`config.mk`:
```
export PLATFORM = sky130hd
export DESIGN_NAME = fastFifo
export DESIGN_NICKNAME = d
export VERILOG_FILES = /design/src/common/fifoCfgPkg.sv /design/src/common/eccPkg.sv /design/src/common/memReadIf.sv /design/src/fifo/delayPipe.sv /design/src/fifo/fifoController.sv /design/src/fifo/fifoMemory.sv /design/src/hw/fastFifo.sv
export SDC_FILE = /design/constraint.sdc
export NUM_CORES = 1
export LEC_CHECK = 0
export BUFFER_PORTS_ARGS = -buffer_cell sky130_fd_sc_hd__buf_2
export CAP_MARGIN = 20
export CORE_MARGIN = 4
export CORE_UTILIZATION = 35
export DETAILED_ROUTE_END_ITERATION = 16
export GPL_TIMING_DRIVEN = 0
export PLACE_DENSITY_LB_ADDON = 0.1
export SYNTH_ARGS = -nofsm -noshare
export SYNTH_HDL_FRONTEND = slang
export SYNTH_SLANG_ARGS = --single-unit
```
`constraint.sdc`:
```
create_clock -name rdclk -period 7.7 [get_ports rdclk]
set_input_delay 2.31 -clock rdclk [delete_from_list [all_inputs] [get_ports rdclk]]
set_output_delay 2.31 -clock rdclk [all_outputs]
set_load 0.05 [all_outputs]
```
`src/common/fifoCfgPkg.sv`:
```
`default_nettype none

package fifoCfgPkg;

    // Data word width
    localparam int DefaultWidth = 16;

    // Address bits, 32 entries
    localparam int DefaultDepthLog2 = 5;

    // Retiming depth on the read address path to the memory
    localparam int DefaultReadAddrStages = 1;

    // Retiming depth on the write strobe, address and data
    localparam int DefaultWriteAddrStages = 2;

    // 1 for distributed RAM, 0 for block RAM with two output registers
    localparam int DefaultIsMlab = 1;

    // Cycles from an accepted read to the word at the output.
    // The address register adds one cycle, block RAM adds two more
    function automatic int readLatency(input int readAddrStages, input int isMlab);
        int extra;
        extra = (isMlab != 0) ? 1 : 3;
        return readAddrStages + extra;
    endfunction

endpackage

`default_nettype wire

```
`src/common/eccPkg.sv`:
```
`default_nettype none

package eccPkg;

    // Check bits stored next to every data word
    localparam int ParityWidth = 1;

    // Widest data word the check functions take, narrower words are zero extended
    localparam int MaxDataWidth = 512;

    // Even parity over the data word
    function automatic logic [ParityWidth-1:0] parityOf(
        input logic [MaxDataWidth-1:0] data
    );
        logic [ParityWidth-1:0] check;
        check = '0;
        check[0] = ^data;
        return check;
    endfunction

    // High when the stored check bits do not match the data read back
    function automatic logic parityFails(
        input logic [MaxDataWidth-1:0] data,
        input logic [ParityWidth-1:0] check
    );
        logic [ParityWidth-1:0] expected;
        expected = parityOf(data);
        return expected != check;
    endfunction

endpackage

`default_nettype wire

```
`src/common/memReadIf.sv`:
```
`timescale 1ns/1ns
`default_nettype none

interface memReadIf #(
    parameter int width = fifoCfgPkg::DefaultWidth,
    parameter int depthLog2 = fifoCfgPkg::DefaultDepthLog2
);
    // Toward the memory
    logic readAddressStall;
    logic [depthLog2-1:0] readAddr;

    // Back from the memory
    logic [width-1:0] dataOut;
    logic eccStatus;

    modport controller (
        output readAddressStall,
        output readAddr,
        input dataOut,
        input eccStatus
    );

    modport memory (
        input readAddressStall,
        input readAddr,
        output dataOut,
        output eccStatus
    );

endinterface

`default_nettype wire

```
`src/fifo/delayPipe.sv`:
```
`timescale 1ns/1ns
`default_nettype none

module delayPipe #(
    parameter int cycles = 1,
    parameter int width = 1
) (
    input wire logic rdclk,
    input wire logic [width-1:0] din,
    output logic [width-1:0] dout
);

    generate
        if (cycles == 0) begin : gWire
            // Zero stages, plain connection
            assign dout = din;
        end else begin : gRegs
            logic [width-1:0] stages [cycles];

            // Shift register, stage 0 takes the input
            always_ff @(posedge rdclk) begin
                stages[0] <= din;
                for (int i = 1; i < cycles; i++) begin
                    stages[i] <= stages[i-1];
                end
            end

            assign dout = stages[cycles-1];
        end
    endgenerate

endmodule

`default_nettype wire

```
`src/fifo/fifoController.sv`:
```
`timescale 1ns/1ns
`default_nettype none

module fifoController #(
    parameter int depthLog2 = fifoCfgPkg::DefaultDepthLog2,
    parameter int readAddrStages = fifoCfgPkg::DefaultReadAddrStages,
    parameter int writeAddrStages = fifoCfgPkg::DefaultWriteAddrStages
) (
    input wire logic rdclk,
    input wire logic rdrst,
    input wire logic writeEnable,
    input wire logic readRequest,
    output logic [depthLog2-1:0] usedw,
    output logic empty,
    output logic isReading,
    output logic [depthLog2-1:0] writeAddr,
    memReadIf.controller memRd
);

    logic [depthLog2-1:0] nextWriteAddr;
    logic [depthLog2-1:0] nextReadAddr;
    logic [depthLog2-1:0] readsValidUpTo;
    logic [depthLog2-1:0] writesValidUpTo;

    assign nextWriteAddr = writeAddr + 1'b1;

    // Write pointer reaches the read side only after the data is in the memory
    delayPipe #(
        .cycles(writeAddrStages + 1),
        .width(depthLog2)
    ) writePtrPipe (
        .rdclk(rdclk),
        .din(nextWriteAddr),
        .dout(readsValidUpTo)
    );

    // Slots are freed once the memory has taken the read address
    delayPipe #(
        .cycles(readAddrStages),
        .width(depthLog2)
    ) readPtrPipe (
        .rdclk(rdclk),
        .din(nextReadAddr),
        .dout(writesValidUpTo)
    );

    // Both pointers carry the same +1 offset
    assign empty = readsValidUpTo == nextReadAddr;
    assign usedw = nextWriteAddr - writesValidUpTo;
    assign isReading = readRequest && !empty;

    // Address register in the memory only loads on an accepted read
    assign memRd.readAddressStall = !isReading;
    assign memRd.readAddr = nextReadAddr - 1'b1;

    always_ff @(posedge rdclk) begin
        if (rdrst) begin
            writeAddr <= '0;
            nextReadAddr <= depthLog2'(1);
        end else begin
            if (writeEnable) begin
                writeAddr <= nextWriteAddr;
            end
            if (isReading) begin
                nextReadAddr <= nextReadAddr + 1'b1;
            end
        end
    end

endmodule

`default_nettype wire

```
`src/fifo/fifoMemory.sv`:
```
`timescale 1ns/1ns
`default_nettype none

module fifoMemory #(
    parameter int width = fifoCfgPkg::DefaultWidth,
    parameter int depthLog2 = fifoCfgPkg::DefaultDepthLog2,
    parameter int isMlab = fifoCfgPkg::DefaultIsMlab
) (
    input wire logic rdclk,
    input wire logic rdrst,
    input wire logic writeEnable,
    input wire logic [depthLog2-1:0] writeAddr,
    input wire logic [width-1:0] dataIn,
    memReadIf.memory memRd
);

    // Stored word is {check bits, data}
    localparam int WordWidth = width + eccPkg::ParityWidth;

    logic [WordWidth-1:0] storage [2**depthLog2];
    logic [eccPkg::MaxDataWidth-1:0] writeWide;
    logic [eccPkg::MaxDataWidth-1:0] readWide;
    logic [depthLog2-1:0] readAddrReg;
    logic addrLoaded;
    logic [WordWidth-1:0] outWord;
    logic outLoaded;

    always_comb begin
        writeWide = '0;
        writeWide[width-1:0] = dataIn;
    end

    always_ff @(posedge rdclk) begin
        if (writeEnable) begin
            storage[writeAddr] <= {eccPkg::parityOf(writeWide), dataIn};
        end
    end

    // Read address register, holds while stalled
    always_ff @(posedge rdclk) begin
        if (rdrst) begin
            readAddrReg <= '0;
            addrLoaded <= 1'b0;
        end else begin
            addrLoaded <= !memRd.readAddressStall;
            if (!memRd.readAddressStall) begin
                readAddrReg <= memRd.readAddr;
            end
        end
    end

    generate
        if (isMlab != 0) begin : gMlab
            // Distributed RAM, combinational read
            assign outWord = storage[readAddrReg];
            assign outLoaded = addrLoaded;
        end else begin : gBlock
            logic [WordWidth-1:0] wordQ1;
            logic [WordWidth-1:0] wordQ2;
            logic loadedQ1;
            logic loadedQ2;

            always_ff @(posedge rdclk) begin
                wordQ1 <= storage[readAddrReg];
                wordQ2 <= wordQ1;
            end

            always_ff @(posedge rdclk) begin
                if (rdrst) begin
                    loadedQ1 <= 1'b0;
                    loadedQ2 <= 1'b0;
                end else begin
                    loadedQ1 <= addrLoaded;
                    loadedQ2 <= loadedQ1;
                end
            end

            assign outWord = wordQ2;
            assign outLoaded = loadedQ2;
        end
    endgenerate

    always_comb begin
        readWide = '0;
        readWide[width-1:0] = outWord[width-1:0];
    end

    // Parity is only judged on words that were really read
    assign memRd.dataOut = outWord[width-1:0];
    assign memRd.eccStatus = outLoaded
        && eccPkg::parityFails(readWide, outWord[WordWidth-1:width]);

endmodule

`default_nettype wire

```
`src/hw/fastFifo.sv`:
```
`timescale 1ns/1ns
`default_nettype none

module fastFifo #(
    parameter int width = fifoCfgPkg::DefaultWidth,
    parameter int depthLog2 = fifoCfgPkg::DefaultDepthLog2,
    parameter int isMlab = fifoCfgPkg::DefaultIsMlab,
    parameter int readAddrStages = fifoCfgPkg::DefaultReadAddrStages,
    parameter int writeAddrStages = fifoCfgPkg::DefaultWriteAddrStages
) (
    input wire logic rdclk,
    input wire logic rdrst,

    // Write side
    input wire logic writeEnable,
    input wire logic [width-1:0] dataIn,
    output logic [depthLog2-1:0] usedw,

    // Read side
    input wire logic readRequest,
    output logic [width-1:0] dataOut,
    output logic dataOutValid,
    output logic empty,
    output logic eccStatus
);

    localparam int ReadLatency = fifoCfgPkg::readLatency(readAddrStages, isMlab);

    logic isReading;
    logic [depthLog2-1:0] writeAddr;
    logic [depthLog2:0] writePortD;
    logic [width-1:0] dataInD;
    logic [depthLog2:0] readPortD;

    // Read port before and after the address retiming
    memReadIf #(.width(width), .depthLog2(depthLog2)) ctrlRd ();
    memReadIf #(.width(width), .depthLog2(depthLog2)) memRd ();

    fifoController #(
        .depthLog2(depthLog2),
        .readAddrStages(readAddrStages),
        .writeAddrStages(writeAddrStages)
    ) controller (
        .rdclk(rdclk),
        .rdrst(rdrst),
        .writeEnable(writeEnable),
        .readRequest(readRequest),
        .usedw(usedw),
        .empty(empty),
        .isReading(isReading),
        .writeAddr(writeAddr),
        .memRd(ctrlRd)
    );

    // Write strobe and address travel together
    delayPipe #(.cycles(writeAddrStages), .width(depthLog2 + 1)) writePipe (
        .rdclk(rdclk),
        .din({writeEnable, writeAddr}),
        .dout(writePortD)
    );

    delayPipe #(.cycles(writeAddrStages), .width(width)) writeDataPipe (
        .rdclk(rdclk),
        .din(dataIn),
        .dout(dataInD)
    );

    delayPipe #(.cycles(readAddrStages), .width(depthLog2 + 1)) readAddrPipe (
        .rdclk(rdclk),
        .din({ctrlRd.readAddressStall, ctrlRd.readAddr}),
        .dout(readPortD)
    );

    assign memRd.readAddressStall = readPortD[depthLog2];
    assign memRd.readAddr = readPortD[depthLog2-1:0];

    fifoMemory #(
        .width(width),
        .depthLog2(depthLog2),
        .isMlab(isMlab)
    ) memory (
        .rdclk(rdclk),
        .rdrst(rdrst),
        .writeEnable(writePortD[depthLog2]),
        .writeAddr(writePortD[depthLog2-1:0]),
        .dataIn(dataInD),
        .memRd(memRd)
    );

    // Returned word seen from the controller side of the port
    assign ctrlRd.dataOut = memRd.dataOut;
    assign ctrlRd.eccStatus = memRd.eccStatus;
    assign dataOut = ctrlRd.dataOut;
    assign eccStatus = ctrlRd.eccStatus;

    // Valid follows the accepted read by the full read latency
    delayPipe #(.cycles(ReadLatency), .width(1)) validPipe (
        .rdclk(rdclk),
        .din(isReading),
        .dout(dataOutValid)
    );

endmodule

`default_nettype wire

```
Word level (Yosys, flattened, before mapping):

Memory sizes are Yosys's and may differ from the RTL's. A register that Yosys moved wholly into a read port is not among the register bits.
Cells that the tools add are included.

* register bits: 16
* latch bits: 0
* bits in writable memories: 616
* memory bits (read-only): 0
* logic and storage cells: 28
* memories kept: 7

* add/subtract/negate cells: 4
* multiply operators: 0
* divide/modulo/power cells: 0
* order comparisons: 0
* equality and inequality tests: 2
* shift-type cells: 0
* multiplexer cells: 4
* bitwise logic cells: 0
* reduce and logical (&&, ||, !) cells: 7

Memory list
* memory.storage: words 32, width 17, read ports 1, clocked after memory_dff 1, wr ports 1, RTL line fifoMemory.sv:20 `logic [WordWidth-1:0] storage [2**depthLog2];`
* writeDataPipe.gRegs.stages: words 2, width 16, read ports 2, clocked after memory_dff 0, wr ports 2, RTL line delayPipe.sv:18 `logic [width-1:0] stages [cycles];`
* controller.writePtrPipe.gRegs.stages: words 3, width 5, read ports 3, clocked after memory_dff 0, wr ports 3, RTL line delayPipe.sv:18
* writePipe.gRegs.stages: words 2, width 6, read ports 2, clocked after memory_dff 0, wr ports 2, RTL line delayPipe.sv:18
* readAddrPipe.gRegs.stages: words 1, width 6, read ports 1, clocked after memory_dff 0, wr ports 1, RTL line delayPipe.sv:18
* controller.readPtrPipe.gRegs.stages: words 1, width 5, read ports 1, clocked after memory_dff 0, wr ports 1, RTL line delayPipe.sv:18
* +1 memories

Operators by type and width (count)
* $reduce_xor 512->1: 2
* $add 5x1->5 const B: 2
* $mux 5: 2
* $eq 5x5->1: 1
* $sub 5x1->5 const B: 1
* $sub 5x5->5: 1
* $logic_not 1->1: 3
* $logic_and 1x1->1: 2
* $mux 1: 2
* $ne 1x1->1: 1

Depth between registers and ports, before layout:

Gate-level depths: netlist of run 1.
An unclocked memory read counts as a cell.

* depth in word-level cells: 5
* gate-level depth with buffers: 14
* depth with buffers taken out: 9

Hierarchy:

A second synthesis of run 1 with hierarchy kept.

* cells, all modules: 1146
* area, all modules: 24093.1 um^2

By module, submodules not included
* fifoMemory: instances 1, cells an instance 944, area each 21570.7 um^2
* fifoController: instances 1, cells an instance 103, area each 878.3 um^2
* delayPipe (writeDataPipe): instances 1, cells an instance 48, area each 760.7 um^2
* delayPipe (controller.writePtrPipe): instances 1, cells an instance 20, area each 337.8 um^2
* delayPipe (writePipe): instances 1, cells an instance 18, area each 285.3 um^2
* delayPipe (readAddrPipe): instances 1, cells an instance 6, area each 120.1 um^2
* delayPipe (controller.readPtrPipe): instances 1, cells an instance 5, area each 100.1 um^2
* delayPipe (validPipe): instances 1, cells an instance 2, area each 40.0 um^2

Least setup slack after synthesis of run 1:

OpenSTA, ideal clock, no wires.

* kind: reg-to-output
* start: reg (tool-made name)
* end: out eccStatus
* data arrival time: 3.826 ns
* data required time: 5.390 ns
* slack: 1.564 ns
* cell stages (with the launch flop): 13
* path buffers: 4
* cell sequence: dfxtp_1 -> buf_6 -> buf_6 -> buf_6 -> buf_6 -> nor2_1 -> a221o_1 -> a21oi_1 -> a221oi_1 -> xnor2_1 -> xnor3_1 -> xnor3_1 -> and2_1

RTL lines
* end, declared: RTL line fastFifo.sv:24 `output logic eccStatus`

==> results of run 1 <==
==> worst max-delay path, cell delays in order, from the launching register on <==
cell	delay (ns)
dfxtp_1	0.41
clkbuf_1	0.54
clkbuf_1	0.82
nor2_1	0.20
a221oi_1	1.03
xnor2_1	0.26
xnor3_1	0.31
xnor3_1	0.52
and2_1	0.20
buf_2	0.28
==> kinds of logic (layout without fill, tap and decap cells) <==
kind of cell,after synthesis,after routing,synth area share (%)
adder cells (fa/ha/maj),8,8,0.454
AO/OA/AOI/OAI,48,48,1.55
AND/OR/NAND/NOR,147,147,2.78
multiplexers,168,168,14.6
buffers and inverters,66,267,1.71
flip-flops,637,637,76.8
XOR/XNOR,51,51,2.09
==> area by class of cell <==
type                            count  area (sq um)  share of cell area (%)
Sequential cell                   637         18200                    64.6
Inverter                           17          63.8                   0.226
Clock inverter                     30           176                   0.626
Tap cell                          873          1090                    3.88
Timing Repair Buffer               75          1020                    3.62
Multi-Input combinational cell    422          5340                    18.9
Buffer                             49           340                    1.21
Clock buffer                       96          1960                    6.94
==> synthesized netlist by cell type <==
cell	count	area, sq um
and2_1	3	18.8
mux2_2	2	22.5
nand3b_1	6	45.0
or3b_2	4	35.0
buf_1	1	3.75
buf_4	7	52.6
a221o_1	5	50.1
a22oi_1	2	15.0
ha_1	7	87.6
a21oi_1	11	55.1
buf_6	15	169
xor2_1	14	123
nor4_1	1	6.26
xnor2_1	33	289
mux4_2	142	3200
a21o_1	2	15.0
inv_2	1	3.75
a221oi_1	5	43.8
fa_1	1	20.0
nand2b_1	1	6.26
o221ai_1	1	8.76
nand3_1	9	45.0
buf_2	14	70.1
dfxtp_1	93	1860
edfxtp_1	544	16300
clkbuf_1	12	45.0
nor2_1	59	221
o22ai_1	14	87.6
and3_1	4	25.0
xnor3_1	3	67.6
a31o_1	2	17.5
a32o_1	2	20.0
nand4_1	5	31.3
nor3_1	5	25.0
a221oi_2	3	45.0
o22a_1	1	8.76
or3_1	1	6.26
or2_0	2	12.5
nand2_1	45	169
inv_1	16	60.1
mux2i_1	24	240
xnor2_2	1	16.3
nor2b_1	2	12.5
==> power groups by stage <==
stage                     Combinational [W]  Clock, W  Sequential, W
after floorplan                     0.00122         0        0.00399
after global placement              0.00180         0        0.00402
after detailed placement            0.00184         0        0.00401
after CTS                           0.00185   0.00323        0.00394
after global routing                0.00196   0.00339        0.00393
final                               0.00186   0.00316        0.00392
==> per-stage QoR <==
stage | power, W | instance area, sq um
4_1_cts | 0.00902 | 27900
6_report | 0.00893 | 28200
2_1_floorplan | 0.00521 | 23700
3_3_place_gp | 0.00582 | 25000
5_1_grt | 0.00927 | 28200
3_5_place_dp | 0.00585 | 25800
==> sequential cells by signal, summed over array words and instances (netlist names), 2 cells and up, named ones only <==
register,flops
controller.nextReadAddr,5
memory.readAddrReg,5
validPipe.gRegs.stages,2
memory.storage,544
readAddrPipe.gRegs.stages,6
writePipe.gRegs.stages,12
controller.writeAddr,5
controller.readPtrPipe.gRegs.stages,5
writeDataPipe.gRegs.stages,32
controller.writePtrPipe.gRegs.stages,15
==> worst paths after layout <==
| check | cells past startpoint | endpoint | startpoint |
|---|---|---|---|
| max | 9 | eccStatus | flip-flop |
| min | 0 | writeDataPipe.gRegs.stages[0][28] | writeDataPipe.gRegs.stages[0][12] |
| max reg2reg | 5 | memory.storage[29][16] | writeDataPipe.gRegs.stages[0][30] |
| min reg2reg | 0 | writeDataPipe.gRegs.stages[0][28] | writeDataPipe.gRegs.stages[0][12] |
==> layer usage <==
metal	wire, microns	track usage [%]	vias to the layer above
met4	1430	4.43	0
met1	29800	26.6	6199
met5	0	0	-
met3	3690	4.11	102
met2	31300	29.5	317
li1	-	-	4860
==> key figures, run 1 <==
Layout
  – Finished Layout Cells: 2199
  – Antenna cells: 0
  – Most frequent cells in the layout: 544 x edfxtp_1, 142 x mux4_2, 93 x dfxtp_1
  – Commonest non-fill, non-tap cell in the layout: edfxtp_1
  – Post-layout nets: 1301
  – Fillcell total: 5892
  – Share of cells above drive strength 1: 29.3%
  – Syn-to-layout area delta: 19.0%
  – Layout Utilization: 42.0%

Timing
  – Setup tns final: 0 ns
  – Fin. Hold Viols: 0
  – Pins Over Slew Limit: 0
  – Final setup viols: 0
  – Min Tclk post-route: 7.49 ns
  – Period utilization: 97.2%
  – Slew at the pin closest to its max-slew limit: 1.19 ns
  – Rel. slew slack: 20.6%
  – Final Skew: 0.0318 ns
  – Worst setup slack after layout: 0.214 ns
  – Max Fclk: 134 MHz
  – RSZ-0062 raised after global routing: false
  – WHS: 0.322 ns

Yosys
  – Cell Area, Synth: 23700 sq um
  – Register area share after synthesis: 76.8%
  – Flops & latches, synth: 637
  – Avg Inst Size Synth: 21.1 sq um
  – Cell variety after synth: 43
  – Syn Nets: 1153
  – Post-Synthesis Cells: 1125
  – Synth warn: 0

Detailed routing
  – Vias per cell: 5.22
  – Detailed Route Iter0 Violations: 1052
  – Routed WL: 66.2 mm
  – Number of remaining DRC errors: 0
  – Vias: 11500
  – DRT Pass-1 Iters: 5
  – Mean routed wirelength per cell: 30.1 microns
  – ANT nets after route: 0

Setup path
  – Worst EP arrival: 5.18 ns
  – Setup Crit Path Kind: flip-flop to output port
  – Nature of the critical path startpoint: flip-flop
  – Critical Path End Type: output port
  – Critical Path RT: 5.39 ns
  – Critical-path maximum fanout: 10
  – R2r setup slk: 4.90 ns

Power
  – Max VDD drop: 0.226 mV
  – Logic pwr share: 20.8%
  – PwrDens: 317 nW/um^2
  – Clock power frac: 35.3%
  – Pleak: 9.07 nW
  – Internal power: 0.00637 W
  – Net Sw Power: 0.00256 W
  – Sequential share of power: 43.9%
  – Switching Fraction: 28.7%

GRT
  – Global route overflow: 0
  – First-pass GRT wire length: 92.4 mm
  – Initial antenna violation count: 0
  – Total track usage: 18.6%
  – Vias in the first global route: 11800
  – Largest net degree at the start of global routing: 34

Clocking
  – CTS buffer count: 71
  – Clock slew at reported path FFs: 0.06 ns
  – Resized Gates After CTS: 0
  – Clock Tree Buf Depth: 3
  – Root Driver: clkbuf_16
  – CTS sink cnt: 637
  – H-tree depth: 3
  – Post-CTS Hold Fix Bufs: 0
  – TritonCTS clock tree: built
  – Setup Buffers After CTS: 0
  – Clk_lat worst skew: 0.62 ns

Die
  – FP Rows: 95
  – I/O pins: 44
  – Placeable Area: 67200 sq um
  – Vert. Die Dim: 268 microns
  – Initial core utilization: 35.3%
  – Die area: 71900 sq um
  – Die W: 268 microns

Flow run
  – Max_cap viols: 0

Placed design
  – Worst slack, placed: 0.953 ns
  – Post-DP HPWL: 40.4 mm
  – Dpl cells: 2063
  – PortBufs: 43
  – Placer Congestion: 0.713

Run status
  – Status: finished, final reports clean

Min path
  – Min-Delay Path Class: flip-flop to flip-flop
No activity file was read; power rests on OpenSTA's default activity.
==> run 2, diff against run 1 <==
CORE_ASPECT_RATIO = 1.75   (was unset)
clock period = 7.5 ns   (was 7.7 ns; I/O delays follow)
==> run 2 against run 1 <==
  * Global-route usage about the same
  * Largest cell class unchanged
  * Highest routed layer unchanged
  * Critical path type unchanged
  * Cell count grew 0.36%
  * Sequential power is 3% higher
==> key figures, run 2 (synthesis results as in run 1) <==
Timing
  – Fin. Hold Viols: 0 (unchanged)
  – Setup tns final: 0 ns (unchanged)
  – Final Skew: 0.0214 ns (-0.0104 ns)
  – Final setup viols: 0 (unchanged)
  – Slew at the pin closest to its max-slew limit: 1.10 ns (-0.0959 ns)
  – Pins Over Slew Limit: 0 (unchanged)
  – Period utilization: 97.2%
  – Min Tclk post-route: 7.29 ns
  – Max Fclk: 137 MHz
  – RSZ-0062 raised after global routing: false
  – Rel. slew slack: 26.9% (+6.3 points)

Setup path
  – Setup Crit Path Kind: flip-flop to output port
  – Worst EP arrival: 5.04 ns (-0.14 ns)
  – R2R cell count: 5 (unchanged)
  – Critical-path cell list: clkbuf_1 -> buf_1 -> mux4_2 -> mux2i_1 -> a22oi_1 -> and3_1 -> xnor2_1 -> xnor2_1 -> xnor2_1 -> xnor3_1 -> and2_1 -> buf_2
  – CP max stage delay: 0.73 ns (-0.30 ns)
  – Critical-path maximum fanout: 10 (unchanged)
  – R2r startpoint: writeDataPipe.gRegs.stages[0][29]
  – R2r setup slk: 4.88 ns (-0.02 ns)
  – Nature of the critical path startpoint: flip-flop
  – Critical path capture point: eccStatus
  – CP dominant cell by count: xnor2_1
  – Reg2reg end: memory.storage[16][16]
  – Critical Path RT: 5.25 ns (-0.14 ns)
  – Slowest CP cell: clkbuf_1
  – Critical Path End Type: output port

GRT
  – Vias in the first global route: 12300 (+4.3%)
  – Total track usage: 18.6% (about the same)
  – First-pass GRT wire length: 93.9 mm (+1.7%)
  – Largest net degree at the start of global routing: 34 (unchanged)
  – Global route overflow: 0 (unchanged)
  – Initial antenna violation count: 0 (unchanged)

Power
  – Internal power: 0.00640 W (+0.41%)
  – Clock power frac: 33.9% (-1.4 points)
  – Max VDD drop: 0.246 mV (+8.7%)
  – Net Sw Power: 0.00257 W (+0.19%)
  – Sequential share of power: 44.8% (+0.9 points)
  – Pleak: 8.98 nW (-0.99%)
  – Switching Fraction: 28.6% (-0.047 points)
  – Logic pwr share: 21.3% (+0.5 points)
  – PwrDens: 320 nW/um^2 (+1.0%)

Placed design
  – Placer Congestion: 0.748 (+4.9%)
  – Post-DP HPWL: 42.7 mm (+5.8%)
  – Dpl cells: 2083 (+0.97%)
  – PortBufs: 43 (unchanged)

Layout
  – Largest regs: memory.storage (544), writeDataPipe.gRegs.stages (32), controller.writePtrPipe.gRegs.stages (15)
  – Fillcell total: 5908 (+0.27%)
  – Biggest register: memory.storage
  – Max reg flops: 544 (unchanged)
  – Antenna cells: 0 (unchanged)
  – Syn-to-layout area delta: 18.2%
  – Share of cells above drive strength 1: 29.7% (+0.41 points)
  – Commonest non-fill, non-tap cell in the layout: edfxtp_1
  – Register area: 18200 sq um (unchanged)
  – Multi-input gate area: 5340 sq um (+0.12%)
  – Post-layout nets: 1289 (-0.92%)
  – Most frequent cells in the layout: 544 x edfxtp_1, 142 x mux4_2, 93 x dfxtp_1
  – Finished Layout Cells: 2207 (+0.36%)

Detailed routing
  – Met3 WL: 2.91 mm (-21%)
  – Max Used Layer: met4
  – Wire length on met2: 36.1 mm (+15%)
  – DRT Pass-1 Iters: 5 (unchanged)
  – Vias: 11500 (-0.24%)
  – Detailed Route Iter0 Violations: 779 (-26%)
  – Routed WL: 66.8 mm (+0.80%)
  – Mean routed wirelength per cell: 30.2 microns (+0.44%)
  – Wire length on met1: 25.6 mm (-14%)
  – ANT nets after route: 0 (unchanged)
  – Vias per cell: 5.19 (-0.61%)
  – Number of remaining DRC errors: 0 (unchanged)

Clocking
  – CTS sink cnt: 637 (unchanged)
  – TritonCTS clock tree: built
  – CTS buffer count: 60 (-15%)
  – Clk_lat worst skew: 0.63 ns (about the same)
  – Root Driver: clkbuf_16
  – Post-CTS Hold Fix Bufs: 0 (unchanged)
  – H-tree depth: 2 (-1)
  – Setup Buffers After CTS: 0 (unchanged)
  – Clock Tree Buf Depth: 3 (unchanged)
  – Clock slew at reported path FFs: 0.06 ns (about the same)

Die
  – Die W: 205 microns (-24%)
  – FP Rows: 126 (+33%)
  – Initial core utilization: 35.2% (-0.083 points)
  – I/O pins: 44 (unchanged)
  – Die area: 72100 sq um (+0.23%)
  – Vert. Die Dim: 352 microns (+31%)
  – Placeable Area: 67300 sq um (+0.24%)

Min path
  – Min-Delay Path Class: flip-flop to flip-flop

Flow run
  – Max_cap viols: 0 (unchanged)

Run status
  – Status: finished, final reports clean
==> run 2: changes by cell type in the layout (fill, tap and decap cells not counted), moves of 2 or more <==
cell / delta
clkbuf_1: -11
buf_12: -3
clkinv_1: -4
clkinv_2: +11
inv_4: -2
clkbuf_16: -13
bufinv_16: +5
==> run 2: repair_timing <==
item                       4_1_cts  5_1_grt
pin swaps                        0        0
gates resized for setup          1        1
setup endpoints to repair        1        1
cloned                           0        0
==> run 2: per-layer routing <==
layer | track usage [%] | vias up
li1 | - | 4820
met1 | 23.0 | 6226
met2 | 33.4 | 298
met3 | 2.97 | 106
met4 | 6.01 | 0
met5 | 0 | -
==> run 2: area by class of cell <==
| class | instances | share of cell area (%) |
|---|---|---|
| clock inverters | 40 | 1.22 |
| repair buffers | 74 | 3.56 |
| inverters | 17 | 0.228 |
| well taps | 896 | 4.00 |
| multi-input cells | 422 | 19.1 |
| flip-flops and latches | 637 | 65.0 |
| plain buffers | 49 | 1.22 |
| clock buffers | 72 | 5.67 |
==> run 2: critical path, delay by kind of cell, from the launching register on <==
kind	cells	cell delay, ns
buffers and inverters	3	1.61
and+or+nand+nor	2	0.47
muxes	2	0.66
DFF	1	0.46
xor gates and xnor gates	4	1.10
AOI/OAI and AO/OA	1	0.09
==> run 2: worst min-delay path by stage <==
stage          depth (start not counted)                                       start  slack [ns]                                     endpoint
3_3_place_gp                           0            writeDataPipe.gRegs.stages[0][0]        0.31            writeDataPipe.gRegs.stages[0][16]
5_1_grt                                0            writeDataPipe.gRegs.stages[0][5]        0.33            writeDataPipe.gRegs.stages[0][21]
6_report                               0            writeDataPipe.gRegs.stages[0][1]        0.31            writeDataPipe.gRegs.stages[0][17]
3_5_place_dp                           0  controller.writePtrPipe.gRegs.stages[0][8]        0.31  controller.writePtrPipe.gRegs.stages[0][13]
4_1_cts                                0            writeDataPipe.gRegs.stages[0][1]        0.33            writeDataPipe.gRegs.stages[0][17]
2_1_floorplan                          0  controller.writePtrPipe.gRegs.stages[0][5]        0.31  controller.writePtrPipe.gRegs.stages[0][10]
==> run 2: power groups by stage <==
stage	logic (W)	registers, W	clock network, W
finish	0.00191	0.00402	0.00304
global route	0.00203	0.00402	0.00327
CTS	0.00190	0.00405	0.00312
detailed placement	0.00190	0.00412	0
global placement	0.00185	0.00413	0
floorplan	0.00125	0.00410	0
==> run 2: through the flow <==
| stage | total power, W | worst slack (ns) | area (sq um) | utilization (%) | hold slack (ns) |
|---|---|---|---|---|---|
| after floorplan | 0.00535 | 1.42 | 23700 | - | 0.310 |
| after global placement | 0.00598 | 0.632 | 25000 | 37.2 | 0.310 |
| after detailed placement | 0.00602 | 0.679 | 25700 | 38.2 | 0.312 |
| after CTS | 0.00907 | 0.0469 | 27700 | 41.1 | 0.325 |
| after global routing | 0.00932 | 0.0739 | 28000 | 41.6 | 0.326 |
| final | 0.00897 | 0.213 | 28000 | 41.6 | 0.314 |
